File: src/rtl/riscv_isa_pkg.sv
package riscv_isa_pkg;

    localparam int xlen = 32;                        // data and address width

    // major opcodes, inst[6:0]
    localparam logic [6:0] opcode_load   = 7'b0000011;
    localparam logic [6:0] opcode_store  = 7'b0100011;
    localparam logic [6:0] opcode_branch = 7'b1100011;
    localparam logic [6:0] opcode_jal    = 7'b1101111;
    localparam logic [6:0] opcode_jalr   = 7'b1100111;
    localparam logic [6:0] opcode_fence  = 7'b0001111; // FENCE and FENCE.I
    localparam logic [6:0] opcode_system = 7'b1110011; // ECALL, EBREAK, MRET, CSR ops

    // load widths
    localparam logic [2:0] funct3_lh  = 3'b001;
    localparam logic [2:0] funct3_lhu = 3'b101;
    localparam logic [2:0] funct3_lw  = 3'b010;

    // store widths
    localparam logic [2:0] funct3_sh = 3'b001;
    localparam logic [2:0] funct3_sw = 3'b010;

    localparam logic [2:0] funct3_fencei = 3'b001;   // Zifencei
    localparam logic [2:0] funct3_priv   = 3'b000;   // privileged group of SYSTEM

    localparam logic [11:0] imm_mret = 12'h302;      // funct12 of MRET

endpackage
File: src/rtl/trap_pkg.sv
package trap_pkg;

    localparam int trap_status_w = 3;

    // detector status codes
    localparam logic [trap_status_w-1:0] trap_none                   = 3'd0;
    localparam logic [trap_status_w-1:0] trap_fencei                 = 3'd1;
    localparam logic [trap_status_w-1:0] trap_ecall                  = 3'd2;
    localparam logic [trap_status_w-1:0] trap_ebreak                 = 3'd3;
    localparam logic [trap_status_w-1:0] trap_mret                   = 3'd4;
    localparam logic [trap_status_w-1:0] trap_misaligned_instruction = 3'd5;
    localparam logic [trap_status_w-1:0] trap_misaligned_load        = 3'd6;
    localparam logic [trap_status_w-1:0] trap_misaligned_store       = 3'd7;

    // mcause exception codes, interrupt bit always clear here
    localparam logic [riscv_isa_pkg::xlen-1:0] cause_misaligned_instruction = 32'd0;
    localparam logic [riscv_isa_pkg::xlen-1:0] cause_ebreak                 = 32'd3;
    localparam logic [riscv_isa_pkg::xlen-1:0] cause_misaligned_load        = 32'd4;
    localparam logic [riscv_isa_pkg::xlen-1:0] cause_misaligned_store       = 32'd6;
    localparam logic [riscv_isa_pkg::xlen-1:0] cause_ecall                  = 32'd11;

    // machine CSR addresses
    localparam logic [11:0] csr_mtvec  = 12'h305;
    localparam logic [11:0] csr_mepc   = 12'h341;
    localparam logic [11:0] csr_mcause = 12'h342;
    localparam logic [11:0] csr_mtval  = 12'h343;

    // handler base after reset, direct mode
    localparam logic [riscv_isa_pkg::xlen-1:0] mtvec_reset = 32'h0000_1000;

endpackage

File: src/rtl/trap_unit_top.sv
`timescale 1ns/1ps

module trap_unit_top (
    input  logic                           clk,
    input  logic                           rst_n,
    input  logic                           id_valid,
    input  logic [riscv_isa_pkg::xlen-1:0] id_pc,
    input  logic [6:0]                     id_opcode,
    input  logic [2:0]                     id_funct3,
    input  logic [11:0]                    id_raw_imm,
    input  logic                           branch_estimation,
    input  logic [riscv_isa_pkg::xlen-1:0] branch_target,
    input  logic                           ex_valid,
    input  logic [riscv_isa_pkg::xlen-1:0] ex_pc,
    input  logic [6:0]                     ex_opcode,
    input  logic [2:0]                     ex_funct3,
    input  logic [riscv_isa_pkg::xlen-1:0] ex_alu_result,
    output logic                           redirect_valid,
    output logic [riscv_isa_pkg::xlen-1:0] redirect_pc,
    output logic                           flush,
    input  logic                           wb_cyc,
    input  logic                           wb_stb,
    input  logic                           wb_we,
    input  logic [11:0]                    wb_adr,
    input  logic [riscv_isa_pkg::xlen-1:0] wb_dat_w,
    output logic [riscv_isa_pkg::xlen-1:0] wb_dat_r,
    output logic                           wb_ack
);

    logic                               trapped;
    logic [trap_pkg::trap_status_w-1:0] trap_status;
    logic                               trap_from_ex;
    logic                               trap_we;
    logic [riscv_isa_pkg::xlen-1:0]     trap_mepc;
    logic [riscv_isa_pkg::xlen-1:0]     trap_mcause;
    logic [riscv_isa_pkg::xlen-1:0]     trap_mtval;
    logic [riscv_isa_pkg::xlen-1:0]     mtvec;
    logic [riscv_isa_pkg::xlen-1:0]     mepc;

    exception_detector detector0 (
        .id_valid           (id_valid),
        .id_opcode          (id_opcode),
        .id_funct3          (id_funct3),
        .id_raw_imm         (id_raw_imm),
        .branch_estimation  (branch_estimation),
        .branch_target_lsbs (branch_target[1:0]),
        .ex_valid           (ex_valid),
        .ex_opcode          (ex_opcode),
        .ex_funct3          (ex_funct3),
        .alu_result_lsbs    (ex_alu_result[1:0]),
        .trapped            (trapped),
        .trap_status        (trap_status),
        .trap_from_ex       (trap_from_ex)
    );

    trap_controller controller0 (
        .clk            (clk),
        .rst_n          (rst_n),
        .trapped        (trapped),
        .trap_status    (trap_status),
        .trap_from_ex   (trap_from_ex),
        .id_pc          (id_pc),
        .ex_pc          (ex_pc),
        .ex_alu_result  (ex_alu_result),
        .branch_target  (branch_target),
        .mtvec          (mtvec),
        .mepc           (mepc),
        .redirect_valid (redirect_valid),
        .redirect_pc    (redirect_pc),
        .flush          (flush),
        .trap_we        (trap_we),
        .trap_mepc      (trap_mepc),
        .trap_mcause    (trap_mcause),
        .trap_mtval     (trap_mtval)
    );

    csr_file csr0 (
        .clk         (clk),
        .rst_n       (rst_n),
        .wb_cyc      (wb_cyc),
        .wb_stb      (wb_stb),
        .wb_we       (wb_we),
        .wb_adr      (wb_adr),
        .wb_dat_w    (wb_dat_w),
        .trap_we     (trap_we),
        .trap_mepc   (trap_mepc),
        .trap_mcause (trap_mcause),
        .trap_mtval  (trap_mtval),
        .wb_dat_r    (wb_dat_r),
        .wb_ack      (wb_ack),
        .mtvec       (mtvec),
        .mepc        (mepc)
    );

endmodule

File: src/rtl/csr_file.sv
`timescale 1ns/1ps

module csr_file (
    input  logic                           clk,
    input  logic                           rst_n,
    input  logic                           wb_cyc,
    input  logic                           wb_stb,
    input  logic                           wb_we,
    input  logic [11:0]                    wb_adr,     // CSR address
    input  logic [riscv_isa_pkg::xlen-1:0] wb_dat_w,
    input  logic                           trap_we,
    input  logic [riscv_isa_pkg::xlen-1:0] trap_mepc,
    input  logic [riscv_isa_pkg::xlen-1:0] trap_mcause,
    input  logic [riscv_isa_pkg::xlen-1:0] trap_mtval,
    output logic [riscv_isa_pkg::xlen-1:0] wb_dat_r,
    output logic                           wb_ack,
    output logic [riscv_isa_pkg::xlen-1:0] mtvec,
    output logic [riscv_isa_pkg::xlen-1:0] mepc
);

    logic                           wb_req;    // new access, not yet acked
    logic                           wb_write;
    logic [riscv_isa_pkg::xlen-1:0] mcause;
    logic [riscv_isa_pkg::xlen-1:0] mtval;
    logic [riscv_isa_pkg::xlen-1:0] rd_data;

    assign wb_req   = wb_cyc && wb_stb && !wb_ack;  // stb still high in the ack cycle
    assign wb_write = wb_req && wb_we;

    always_comb begin
        case (wb_adr)
            trap_pkg::csr_mtvec:  rd_data = mtvec;
            trap_pkg::csr_mepc:   rd_data = mepc;
            trap_pkg::csr_mcause: rd_data = mcause;
            trap_pkg::csr_mtval:  rd_data = mtval;
            default:              rd_data = '0;
        endcase
    end

    always_ff @(posedge clk) begin
        if (!rst_n) begin
            wb_ack <= 1'b0;
        end else begin
            wb_ack <= wb_req;
        end
    end

    always_ff @(posedge clk) begin
        if (wb_req) begin
            wb_dat_r <= rd_data;
        end
    end

    always_ff @(posedge clk) begin
        if (!rst_n) begin
            mtvec  <= trap_pkg::mtvec_reset;
            mepc   <= '0;
            mcause <= '0;
            mtval  <= '0;
        end else begin
            if (wb_write) begin
                case (wb_adr)
                    trap_pkg::csr_mtvec: mtvec <= {wb_dat_w[riscv_isa_pkg::xlen-1:2], 2'b00};
                    trap_pkg::csr_mepc:  mepc  <= {wb_dat_w[riscv_isa_pkg::xlen-1:2], 2'b00};
                    default: ;                          // mcause, mtval read only here
                endcase
            end
            if (trap_we) begin                          // trap overrides bus write
                mepc   <= {trap_mepc[riscv_isa_pkg::xlen-1:2], 2'b00};
                mcause <= trap_mcause;
                mtval  <= trap_mtval;
            end
        end
    end

    a_ack_in_cycle: assert property (@(posedge clk) disable iff (!rst_n)
        wb_ack |-> (wb_cyc && wb_stb))
        else $error("wb_ack outside an active cycle");

endmodule

File: src/rtl/trap_controller.sv
`timescale 1ns/1ps

module trap_controller (
    input  logic                               clk,
    input  logic                               rst_n,
    input  logic                               trapped,
    input  logic [trap_pkg::trap_status_w-1:0] trap_status,
    input  logic                               trap_from_ex,
    input  logic [riscv_isa_pkg::xlen-1:0]     id_pc,
    input  logic [riscv_isa_pkg::xlen-1:0]     ex_pc,
    input  logic [riscv_isa_pkg::xlen-1:0]     ex_alu_result,
    input  logic [riscv_isa_pkg::xlen-1:0]     branch_target,
    input  logic [riscv_isa_pkg::xlen-1:0]     mtvec,
    input  logic [riscv_isa_pkg::xlen-1:0]     mepc,
    output logic                               redirect_valid,
    output logic [riscv_isa_pkg::xlen-1:0]     redirect_pc,
    output logic                               flush,
    output logic                               trap_we,
    output logic [riscv_isa_pkg::xlen-1:0]     trap_mepc,
    output logic [riscv_isa_pkg::xlen-1:0]     trap_mcause,
    output logic [riscv_isa_pkg::xlen-1:0]     trap_mtval
);

    logic                           take;      // trap accepted this cycle
    logic                           record;    // writes mepc/mcause/mtval
    logic [riscv_isa_pkg::xlen-1:0] src_pc;
    logic [riscv_isa_pkg::xlen-1:0] target;
    logic [riscv_isa_pkg::xlen-1:0] cause;
    logic [riscv_isa_pkg::xlen-1:0] tval;

    assign src_pc = trap_from_ex ? ex_pc : id_pc;

    always_comb begin
        take   = trapped && !flush;            // stages squashed while flushing
        record = 1'b1;
        target = mtvec;
        cause  = '0;
        tval   = '0;
        case (trap_status)
            trap_pkg::trap_fencei: begin
                record = 1'b0;
                target = src_pc + 32'd4;       // restart after FENCE.I
            end
            trap_pkg::trap_mret: begin
                record = 1'b0;
                target = mepc;
            end
            trap_pkg::trap_ecall: begin
                cause = trap_pkg::cause_ecall;
            end
            trap_pkg::trap_ebreak: begin
                cause = trap_pkg::cause_ebreak;
                tval  = src_pc;
            end
            trap_pkg::trap_misaligned_instruction: begin
                cause = trap_pkg::cause_misaligned_instruction;
                tval  = trap_from_ex ? ex_alu_result : branch_target;
            end
            trap_pkg::trap_misaligned_load: begin
                cause = trap_pkg::cause_misaligned_load;
                tval  = ex_alu_result;
            end
            trap_pkg::trap_misaligned_store: begin
                cause = trap_pkg::cause_misaligned_store;
                tval  = ex_alu_result;
            end
            default: begin                     // trap_none, unknown SYSTEM imm
                take   = 1'b0;
                record = 1'b0;
            end
        endcase
    end

    // CSR write lands on the same edge as the redirect
    assign trap_we     = take && record;
    assign trap_mepc   = src_pc;
    assign trap_mcause = cause;
    assign trap_mtval  = tval;

    always_ff @(posedge clk) begin
        if (!rst_n) begin
            redirect_valid <= 1'b0;
            flush          <= 1'b0;
        end else begin
            redirect_valid <= take;
            flush          <= take;
        end
    end

    always_ff @(posedge clk) begin
        if (take) begin
            redirect_pc <= target;
        end
    end

    a_trap_we_single: assert property (@(posedge clk) disable iff (!rst_n)
        trap_we |=> !trap_we)
        else $error("trap_we held two cycles");

endmodule

File: src/rtl/exception_detector.sv
`timescale 1ns/1ps

module exception_detector (
    input  logic                              id_valid,
    input  logic [6:0]                        id_opcode,
    input  logic [2:0]                        id_funct3,
    input  logic [11:0]                       id_raw_imm,         // funct12 for SYSTEM
    input  logic                              branch_estimation,  // predicted taken
    input  logic [1:0]                        branch_target_lsbs,
    input  logic                              ex_valid,
    input  logic [6:0]                        ex_opcode,
    input  logic [2:0]                        ex_funct3,
    input  logic [1:0]                        alu_result_lsbs,    // jump target or mem address
    output logic                              trapped,
    output logic [trap_pkg::trap_status_w-1:0] trap_status,
    output logic                              trap_from_ex        // EX won arbitration
);

    logic                               id_trapped;
    logic [trap_pkg::trap_status_w-1:0] id_status;
    logic                               ex_trapped;
    logic [trap_pkg::trap_status_w-1:0] ex_status;

    // ID stage: SYSTEM, FENCE.I, predicted branch
    always_comb begin
        id_trapped = 1'b0;
        id_status  = trap_pkg::trap_none;
        if (id_valid) begin
            case (id_opcode)
                riscv_isa_pkg::opcode_fence: begin
                    if (id_funct3 == riscv_isa_pkg::funct3_fencei) begin
                        id_trapped = 1'b1;
                        id_status  = trap_pkg::trap_fencei;
                    end
                end
                riscv_isa_pkg::opcode_system: begin
                    if (id_funct3 == riscv_isa_pkg::funct3_priv) begin
                        id_trapped = 1'b1;        // unmatched imm stays trap_none
                        if (id_raw_imm == riscv_isa_pkg::imm_mret) begin
                            id_status = trap_pkg::trap_mret;
                        end else if (id_raw_imm == 12'h001) begin
                            id_status = trap_pkg::trap_ebreak;
                        end else if (id_raw_imm == 12'h000) begin
                            id_status = trap_pkg::trap_ecall;
                        end
                    end
                end
                riscv_isa_pkg::opcode_branch: begin
                    if (branch_estimation && branch_target_lsbs != 2'b00) begin
                        id_trapped = 1'b1;
                        id_status  = trap_pkg::trap_misaligned_instruction;
                    end
                end
                default: ;
            endcase
        end
    end

    // EX stage: load/store address and jump target alignment
    always_comb begin
        ex_trapped = 1'b0;
        ex_status  = trap_pkg::trap_none;
        if (ex_valid) begin
            case (ex_opcode)
                riscv_isa_pkg::opcode_load: begin
                    if (((ex_funct3 == riscv_isa_pkg::funct3_lh ||
                          ex_funct3 == riscv_isa_pkg::funct3_lhu) && alu_result_lsbs[0]) ||
                        (ex_funct3 == riscv_isa_pkg::funct3_lw && alu_result_lsbs != 2'b00)) begin
                        ex_trapped = 1'b1;
                        ex_status  = trap_pkg::trap_misaligned_load;
                    end
                end
                riscv_isa_pkg::opcode_store: begin
                    if ((ex_funct3 == riscv_isa_pkg::funct3_sh && alu_result_lsbs[0]) ||
                        (ex_funct3 == riscv_isa_pkg::funct3_sw && alu_result_lsbs != 2'b00)) begin
                        ex_trapped = 1'b1;
                        ex_status  = trap_pkg::trap_misaligned_store;
                    end
                end
                riscv_isa_pkg::opcode_jal,
                riscv_isa_pkg::opcode_jalr: begin
                    if (alu_result_lsbs != 2'b00) begin  // no C extension, word aligned
                        ex_trapped = 1'b1;
                        ex_status  = trap_pkg::trap_misaligned_instruction;
                    end
                end
                default: ;
            endcase
        end
    end

    // older instruction wins
    always_comb begin
        trap_from_ex = ex_trapped;
        trapped      = ex_trapped || id_trapped;
        trap_status  = ex_trapped ? ex_status : id_status;
    end

endmodule

File: config.mk
export PLATFORM = sky130hd
export DESIGN_NAME = trap_unit_top
export DESIGN_NICKNAME = d
export VERILOG_FILES = /design/src/rtl/riscv_isa_pkg.sv /design/src/rtl/trap_pkg.sv /design/src/rtl/trap_unit_top.sv /design/src/rtl/csr_file.sv /design/src/rtl/trap_controller.sv /design/src/rtl/exception_detector.sv
export SDC_FILE = /design/constraint.sdc
export NUM_CORES = 1
export LEC_CHECK = 0
export ABC_CLOCK_PERIOD_IN_PS = 8100
export BUFFER_PORTS_ARGS = -buffer_cell sky130_fd_sc_hd__buf_2
export CAP_MARGIN = 10
export CORE_MARGIN = 1.5
export CORE_UTILIZATION = 40
export DETAILED_ROUTE_END_ITERATION = 8
export GPL_TIMING_DRIVEN = 0
export HOLD_SLACK_MARGIN = 0.08
export PLACE_DENSITY = 0.68
export SYNTH_ARGS = -nofsm -noshare
export SYNTH_HDL_FRONTEND = slang
export SYNTH_SLANG_ARGS = --single-unit
File: constraint.sdc
create_clock -name clk -period 8.1 [get_ports clk]
set_clock_uncertainty 0.05 [all_clocks]
set_input_delay 0.405 -clock clk [delete_from_list [all_inputs] [get_ports clk]]
set_output_delay 0.405 -clock clk [all_outputs]
set_load 0.05 [all_outputs]
==> results of run 1 <==
-- worst paths after layout --
kind / start / slack, ns / to
setup reg to reg: csr0.wb_ack / 5.79 / csr0.mepc[23]
setup / recovery: ex_alu_result[0] / 3.77 / controller0.redirect_pc[30]
hold / removal: wb_dat_w[28] / 0.17 / csr0.mtvec[28]
hold reg to reg: csr0.mcause[0] / 0.40 / csr0.mcause[0]
-- stage by stage --
step | hold slack [ns] | area, um2 | power [mW]
after CTS | 0.171 | 11900 | 1.94
final | 0.175 | 11900 | 1.94
after floorplan | 0.377 | 9400 | 0.948
after global routing | 0.188 | 11900 | 1.99
after global placement | 0.388 | 11200 | 1.05
after detailed placement | 0.392 | 11200 | 1.05
-- per-layer routing --
metal	part of all wire	global-route usage	wire length, um
met2	0.46	0.500	17600
met1	0.39	0.392	15100
met4	0.038	0.143	1460
met5	0.0015	0	57
met3	0.11	0.0695	4100
-- synth_stat cells, drive strengths merged, types with 29 or more instances --
master and count:
a21boi 47, o211a 29, o21ai 85, nand2 218, edfxtp 64, mux2i 38, a222oi 57, nand3 37
buf 34, inv 34, dfxtp 98, a21oi 29, clkbuf 34
-- worst max-delay path, stage by stage --
cell	delay, ns
buf_2	0.13
and2b_1	0.20
a221oi_2	0.39
or2_2	0.26
and2_2	0.16
buf_6	0.15
clkbuf_1	0.50
nand2_1	0.11
nand2_1	0.16
ha_1	0.29
nand3_1	0.16
nor2b_1	0.21
nand3_1	0.14
nor3_1	0.22
mux2i_1	0.29
nor3_1	0.34
xnor2_1	0.18
o21ai_1	0.13
-- sequential cells by signal, summed over array words and instances (netlist names) --
| register | flops |
|---|---|
| csr0.mtvec | 30 |
| csr0.wb_ack | 1 |
| csr0.mtval | 32 |
| csr0.mepc | 30 |
| csr0.mcause | 4 |
| controller0.redirect_pc | 32 |
| controller0.redirect_valid | 1 |
| csr0.wb_dat_r | 32 |
-- cells by family after synthesis --
group | share of synthesized area
flip-flops | 0.413
multiplexers | 0.0526
buffers and inverters | 0.0580
AO/OA/AOI/OAI | 0.252
XOR/XNOR | 0.0287
adder cells (fa/ha/maj) | 0.00133
AND/OR/NAND/NOR | 0.195
-- power by group --
group / internal (mW) / total [mW] / switching, mW
Combinational: 0.0689 / 0.187 / 0.118
Sequential: 0.849 / 0.850 / 0.00165
Clock: 0.548 / 0.906 / 0.358
-- layout make-up --
type                            instances  area share
Antenna cell                            5     0.00105
Buffer                                 71      0.0352
Clock buffer                           19      0.0364
Clock inverter                         13      0.0177
Inverter                               34      0.0107
Multi-Input combinational cell        738       0.419
Sequential cell                       162       0.327
Tap cell                              313      0.0330
Timing Repair Buffer                  277       0.120
==> results by group, run 1 <==
Floorplan
  • Die X: 156 um
  • Initial core utilization: 0.412
  • Core area: 0.0228 mm2
  • IO Count: 279
  • Die area: roughly 0.024 mm2
  • Row count: 55
  • Die height: 156 um

Place
  • Post-Place Worst Slack: between 3 and 4 ns
  • Gpl congestion: roughly 0.95
  • Hpwl dp: ~28,000 um
  • Cells after DPL: 1,595
  • Port bufs: 275

Finish
  • Filler instances: 2,200
  • Area delta synth->final: 26.4%
  • Area occupied by multi-input gates: 0.00498 mm2
  • Commonest cells after routing, fill and taps aside: 294 x buf_2, 200 x nand2_1, 98 x dfxtp_1
  • # nets final: 1,514
  • FF/Latch Area: 0.00388 mm2
  • Fin cells: 1,632
  • Most common cell after layout, fill and taps aside: buf_2
  • Layout cell share with drive strength beyond 1: 0.329
  • Layout Utilization: 0.520

STA
  • Final setup vio count: 0
  • Fin. Hold Viols: 0
  • Fmax: 231 MHz
  • Tightest Pin Transition: around 1.2 ns
  • Final period utilization: 0.534
  • Final setup TNS: 0 ns
  • Normalized max-slew margin: 0.167
  • Final WS setup: ~3.8 ns
  • Max-slew violation count: 0
  • RSZ-0062 raised after global routing: no
  • Min Tclk post-route: about 4.3 ns

Worst setup path
  • CP Max Fanout: 10
  • FF-to-FF path depth: 7
  • Critical Path AT: about 4.4 ns
  • Critical path capture point type: register
  • Setup crit start kind: input port
  • Critical path required time: about 8 ns
  • Critical path class: in2reg

Clock tree
  • CTS max path bufs: 2
  • CTS Sinks: 162
  • Post CTS Setup Buffer Count: 0
  • Post-CTS Resized: 0
  • Root Buffer: clkbuf_16
  • Hold Buf Count CTS: 0
  • Worst-path clk slew: around 0.070 ns
  • CTS Buf Count: 17
  • H-tree levels: 4
  • Clk Latency, worst-skew pair: 0.44 ns
  • CTS tree: done

Global routing
  • Total gr overflow: 0
  • Initial antenna violation count: 9
  • Vias in the first global route: 9,485
  • GRT Total Usage: 0.309
  • First-pass GRT wire length: 55,700 um
  • Largest net degree at the start of global routing: 30

Route
  • DRC: 0
  • Drt total wl: between 30,000 and 40,000 um
  • ANT nets after route: 0
  • Routed via count: 9,851
  • Iteration-0 DRC Markers: around 1,300
  • Vias per cell: 6.04
  • Per-cell routed wire length: between 20 and 25 um
  • Pre-antenna DRT Iters: 8

Yosys
  • Largest cells by area after synthesis: dfxtp_1 21%, edfxtp_1 20%, nand2_1 8.0%
  • Post-Syn Area: roughly 0.0094 mm2
  • Yosys top cell area share: 0.209
  • Synthesized area per cell: 9.36 um2
  • Area leader, netlist: dfxtp_1
  • Mapped Nets: 1,218
  • Sequential area share after synthesis: 0.413
  • Synth Flop Type: dfxtp_1
  • Yosys reg bits: 162
  • Warnings, synthesis: 0
  • Count of cell types in the netlist: between 80 and 90
  • Number of synthesized flops with an enable pin: 64
  • Ys async rst share: 0
  • Post-synthesis instance total: approximately 1,000

Power
  • Power per cell area: 164 mW/mm2
  • IR drop worst, VDD: 0.111 mV
  • P_leak: 5.00 nW

Flow run
  • Max-Cap Viols: 0

Hold path
  • Min-Delay Path Class: in2reg
  • Hold path depth: 3

Run status
  • Status: completed
Power figures use the tool's default switching activity.
==> inputs of run 2 (changes only) <==
- ABC_CLOCK_PERIOD_IN_PS: 8100 -> 4200
- clock period: 8.1 -> 4.2 ns (I/O delays scaled with it)
==> results by group, run 2 (same netlist as run 1, synthesis figures left out) <==
Global routing
  • First-pass GRT wire length: approximately 58,000 um
  • Largest net degree at the start of global routing: 30
  • GRT Total Usage: 0.317
  • Total gr overflow: 0
  • Vias in the first global route: ~10,000
  • Initial antenna violation count: 10

Floorplan
  • Core area: 0.0228 mm2
  • Row count: 55
  • IO Count: 279
  • Initial core utilization: 0.412
  • Die X: between 150 and 200 um
  • Die height: 156 um
  • Die area: 0.0244 mm2

Route
  • ANT nets after route: 0
  • DRC: 0
  • Iteration-0 DRC Markers: approximately 1,400
  • Vias per cell: 5.95
  • Pre-antenna DRT Iters: 8
  • Routed via count: 10,300
  • Per-cell routed wire length: 22.8 um
  • Drt total wl: 39,400 um

Worst setup path
  • Crit-path slowest cell: o221ai_4
  • Critical path required time: between 4 and 5 ns
  • Critical path capture point type: register
  • Critical Path AT: 4.05 ns
  • Max stage delay on crit path: around 0.36 ns
  • Critical-path cell list: buf_2, nor4b_2, nand3b_1, o221ai_4, buf_6, buf_6, buf_2, nand2_1, nand2_1, ha_1, and3_1, nand4_1, nor3_1, mux2i_2, a211oi_2, xnor2_1, o21ai_1
  • CP Max Fanout: 10
  • Setup crit start kind: input port
  • Critical path class: in2reg

Clock tree
  • Root Buffer: clkbuf_16
  • CTS max path bufs: 2
  • H-tree levels: 4
  • CTS tree: done
  • CTS Buf Count: 17
  • Worst-path clk slew: roughly 0.07 ns
  • CTS Sinks: 162
  • Clk Latency, worst-skew pair: about 0.44 ns

STA
  • Fmax: 254 MHz
  • Fin. Hold Viols: 0
  • RSZ-0062 raised after global routing: no
  • Min Tclk post-route: about 3.9 ns
  • Normalized max-slew margin: 0.168
  • Final setup TNS: 0 ns
  • Final period utilization: 0.937
  • Hold WS: approximately 0.09 ns
  • Final setup vio count: 0
  • Tightest Pin Transition: 1.24 ns
  • Max-slew violation count: 0

Finish
  • Regs by FF count: controller0.redirect_pc (32), csr0.mtval (32), csr0.wb_dat_r (32)
  • Fin cells: roughly 1,700
  • Layout cell share with drive strength beyond 1: 0.309
  • FF/Latch Area: 0.00388 mm2
  • # nets final: 1,606
  • Area occupied by multi-input gates: 0.00499 mm2
  • Area delta synth->final: 36.4%
  • Layout Utilization: 0.561
  • Most common cell after layout, fill and taps aside: buf_2
  • Commonest cells after routing, fill and taps aside: 294 x buf_2, 200 x nand2_1, 98 x dfxtp_1
  • Filler instances: 2,110

Place
  • Cells after DPL: approximately 1,600
  • Port bufs: 275
  • Gpl congestion: 0.946
  • Hpwl dp: 28,400 um

Power
  • IR drop worst, VDD: between 0.2 and 0.25 mV
  • Power per cell area: 296 mW/mm2
  • Power Total: 3.79 mW
  • P_leak: 5.31 nW

Run status
  • Status: completed

Hold path
  • Min-Delay Path Class: in2reg

Flow run
  • Max-Cap Viols: 0
run 2: per-stage QoR:
step	cell area, um2	worst slack [ns]
floorplan	9400	0.791
global placement	11200	-0.254
detailed placement	11200	-0.227
CTS	12800	0.225
global route	12800	0.00245
finish	12800	0.264
run 2: layout make-up:
cell class,instances,area share
antenna,7,0.00137
buffer,70,0.0323
clock buffer,19,0.0338
clock inverter,13,0.0164
inverter,34,0.00995
multi-input combinational,738,0.389
sequential,162,0.303
tap,313,0.0305
timing repair buffer,370,0.184
run 2: routing by layer:
| layer | vias to the layer above | wire length, um | global-route usage |
|---|---|---|---|
| li1 | 4541 | - | - |
| met1 | 4896 | 15200 | 0.399 |
| met2 | 711 | 18200 | 0.516 |
| met3 | 120 | 4300 | 0.0648 |
| met4 | 8 | 1630 | 0.161 |
| met5 | - | 57 | 0 |
run 2: final timing paths:
path | endpoint | slack [ns] | cells after the start | start
worst max-delay path | controller0.redirect_pc[28] | 0.26 | 17 | ex_opcode[2]
worst min-delay path | csr0.mtval[0] | 0.09 | 3 | ex_alu_result[0]
worst max register to register | csr0.mepc[23] | 1.88 | 7 | csr0.wb_ack
worst min register to register | csr0.mcause[0] | 0.40 | 2 | csr0.mcause[0]
run 2: what timing repair did:
| action | 4_1_cts | 5_1_grt |
|---|---|---|
| setup buffers | 0 | 0 |
| hold buffers | 93 | 0 |
| endpoints found under the hold margin | 63 | 0 |
| resized for setup | 0 | 2 |
| endpoints found under the setup margin | 0 | 5 |
run 2: report_power, final:
group	total, mW	internal (mW)	leakage, nW	switching (mW)
clock network	1.75	1.06	0.308	0.688
logic	0.409	0.172	3.69	0.237
registers	1.64	1.64	1.31	0.00326
total	3.79	2.87	5.31	0.928
run 2: critical path, delay by kind of cell:
kind	cells	cell delay, ns
buffers and inverters	4	0.89
XOR/XNOR	1	0.16
AND/OR/NAND/NOR	7	1.52
AO/OA/AOI/OAI	3	0.74
adder cells (fa/ha/maj)	1	0.28
multiplexers	1	0.22
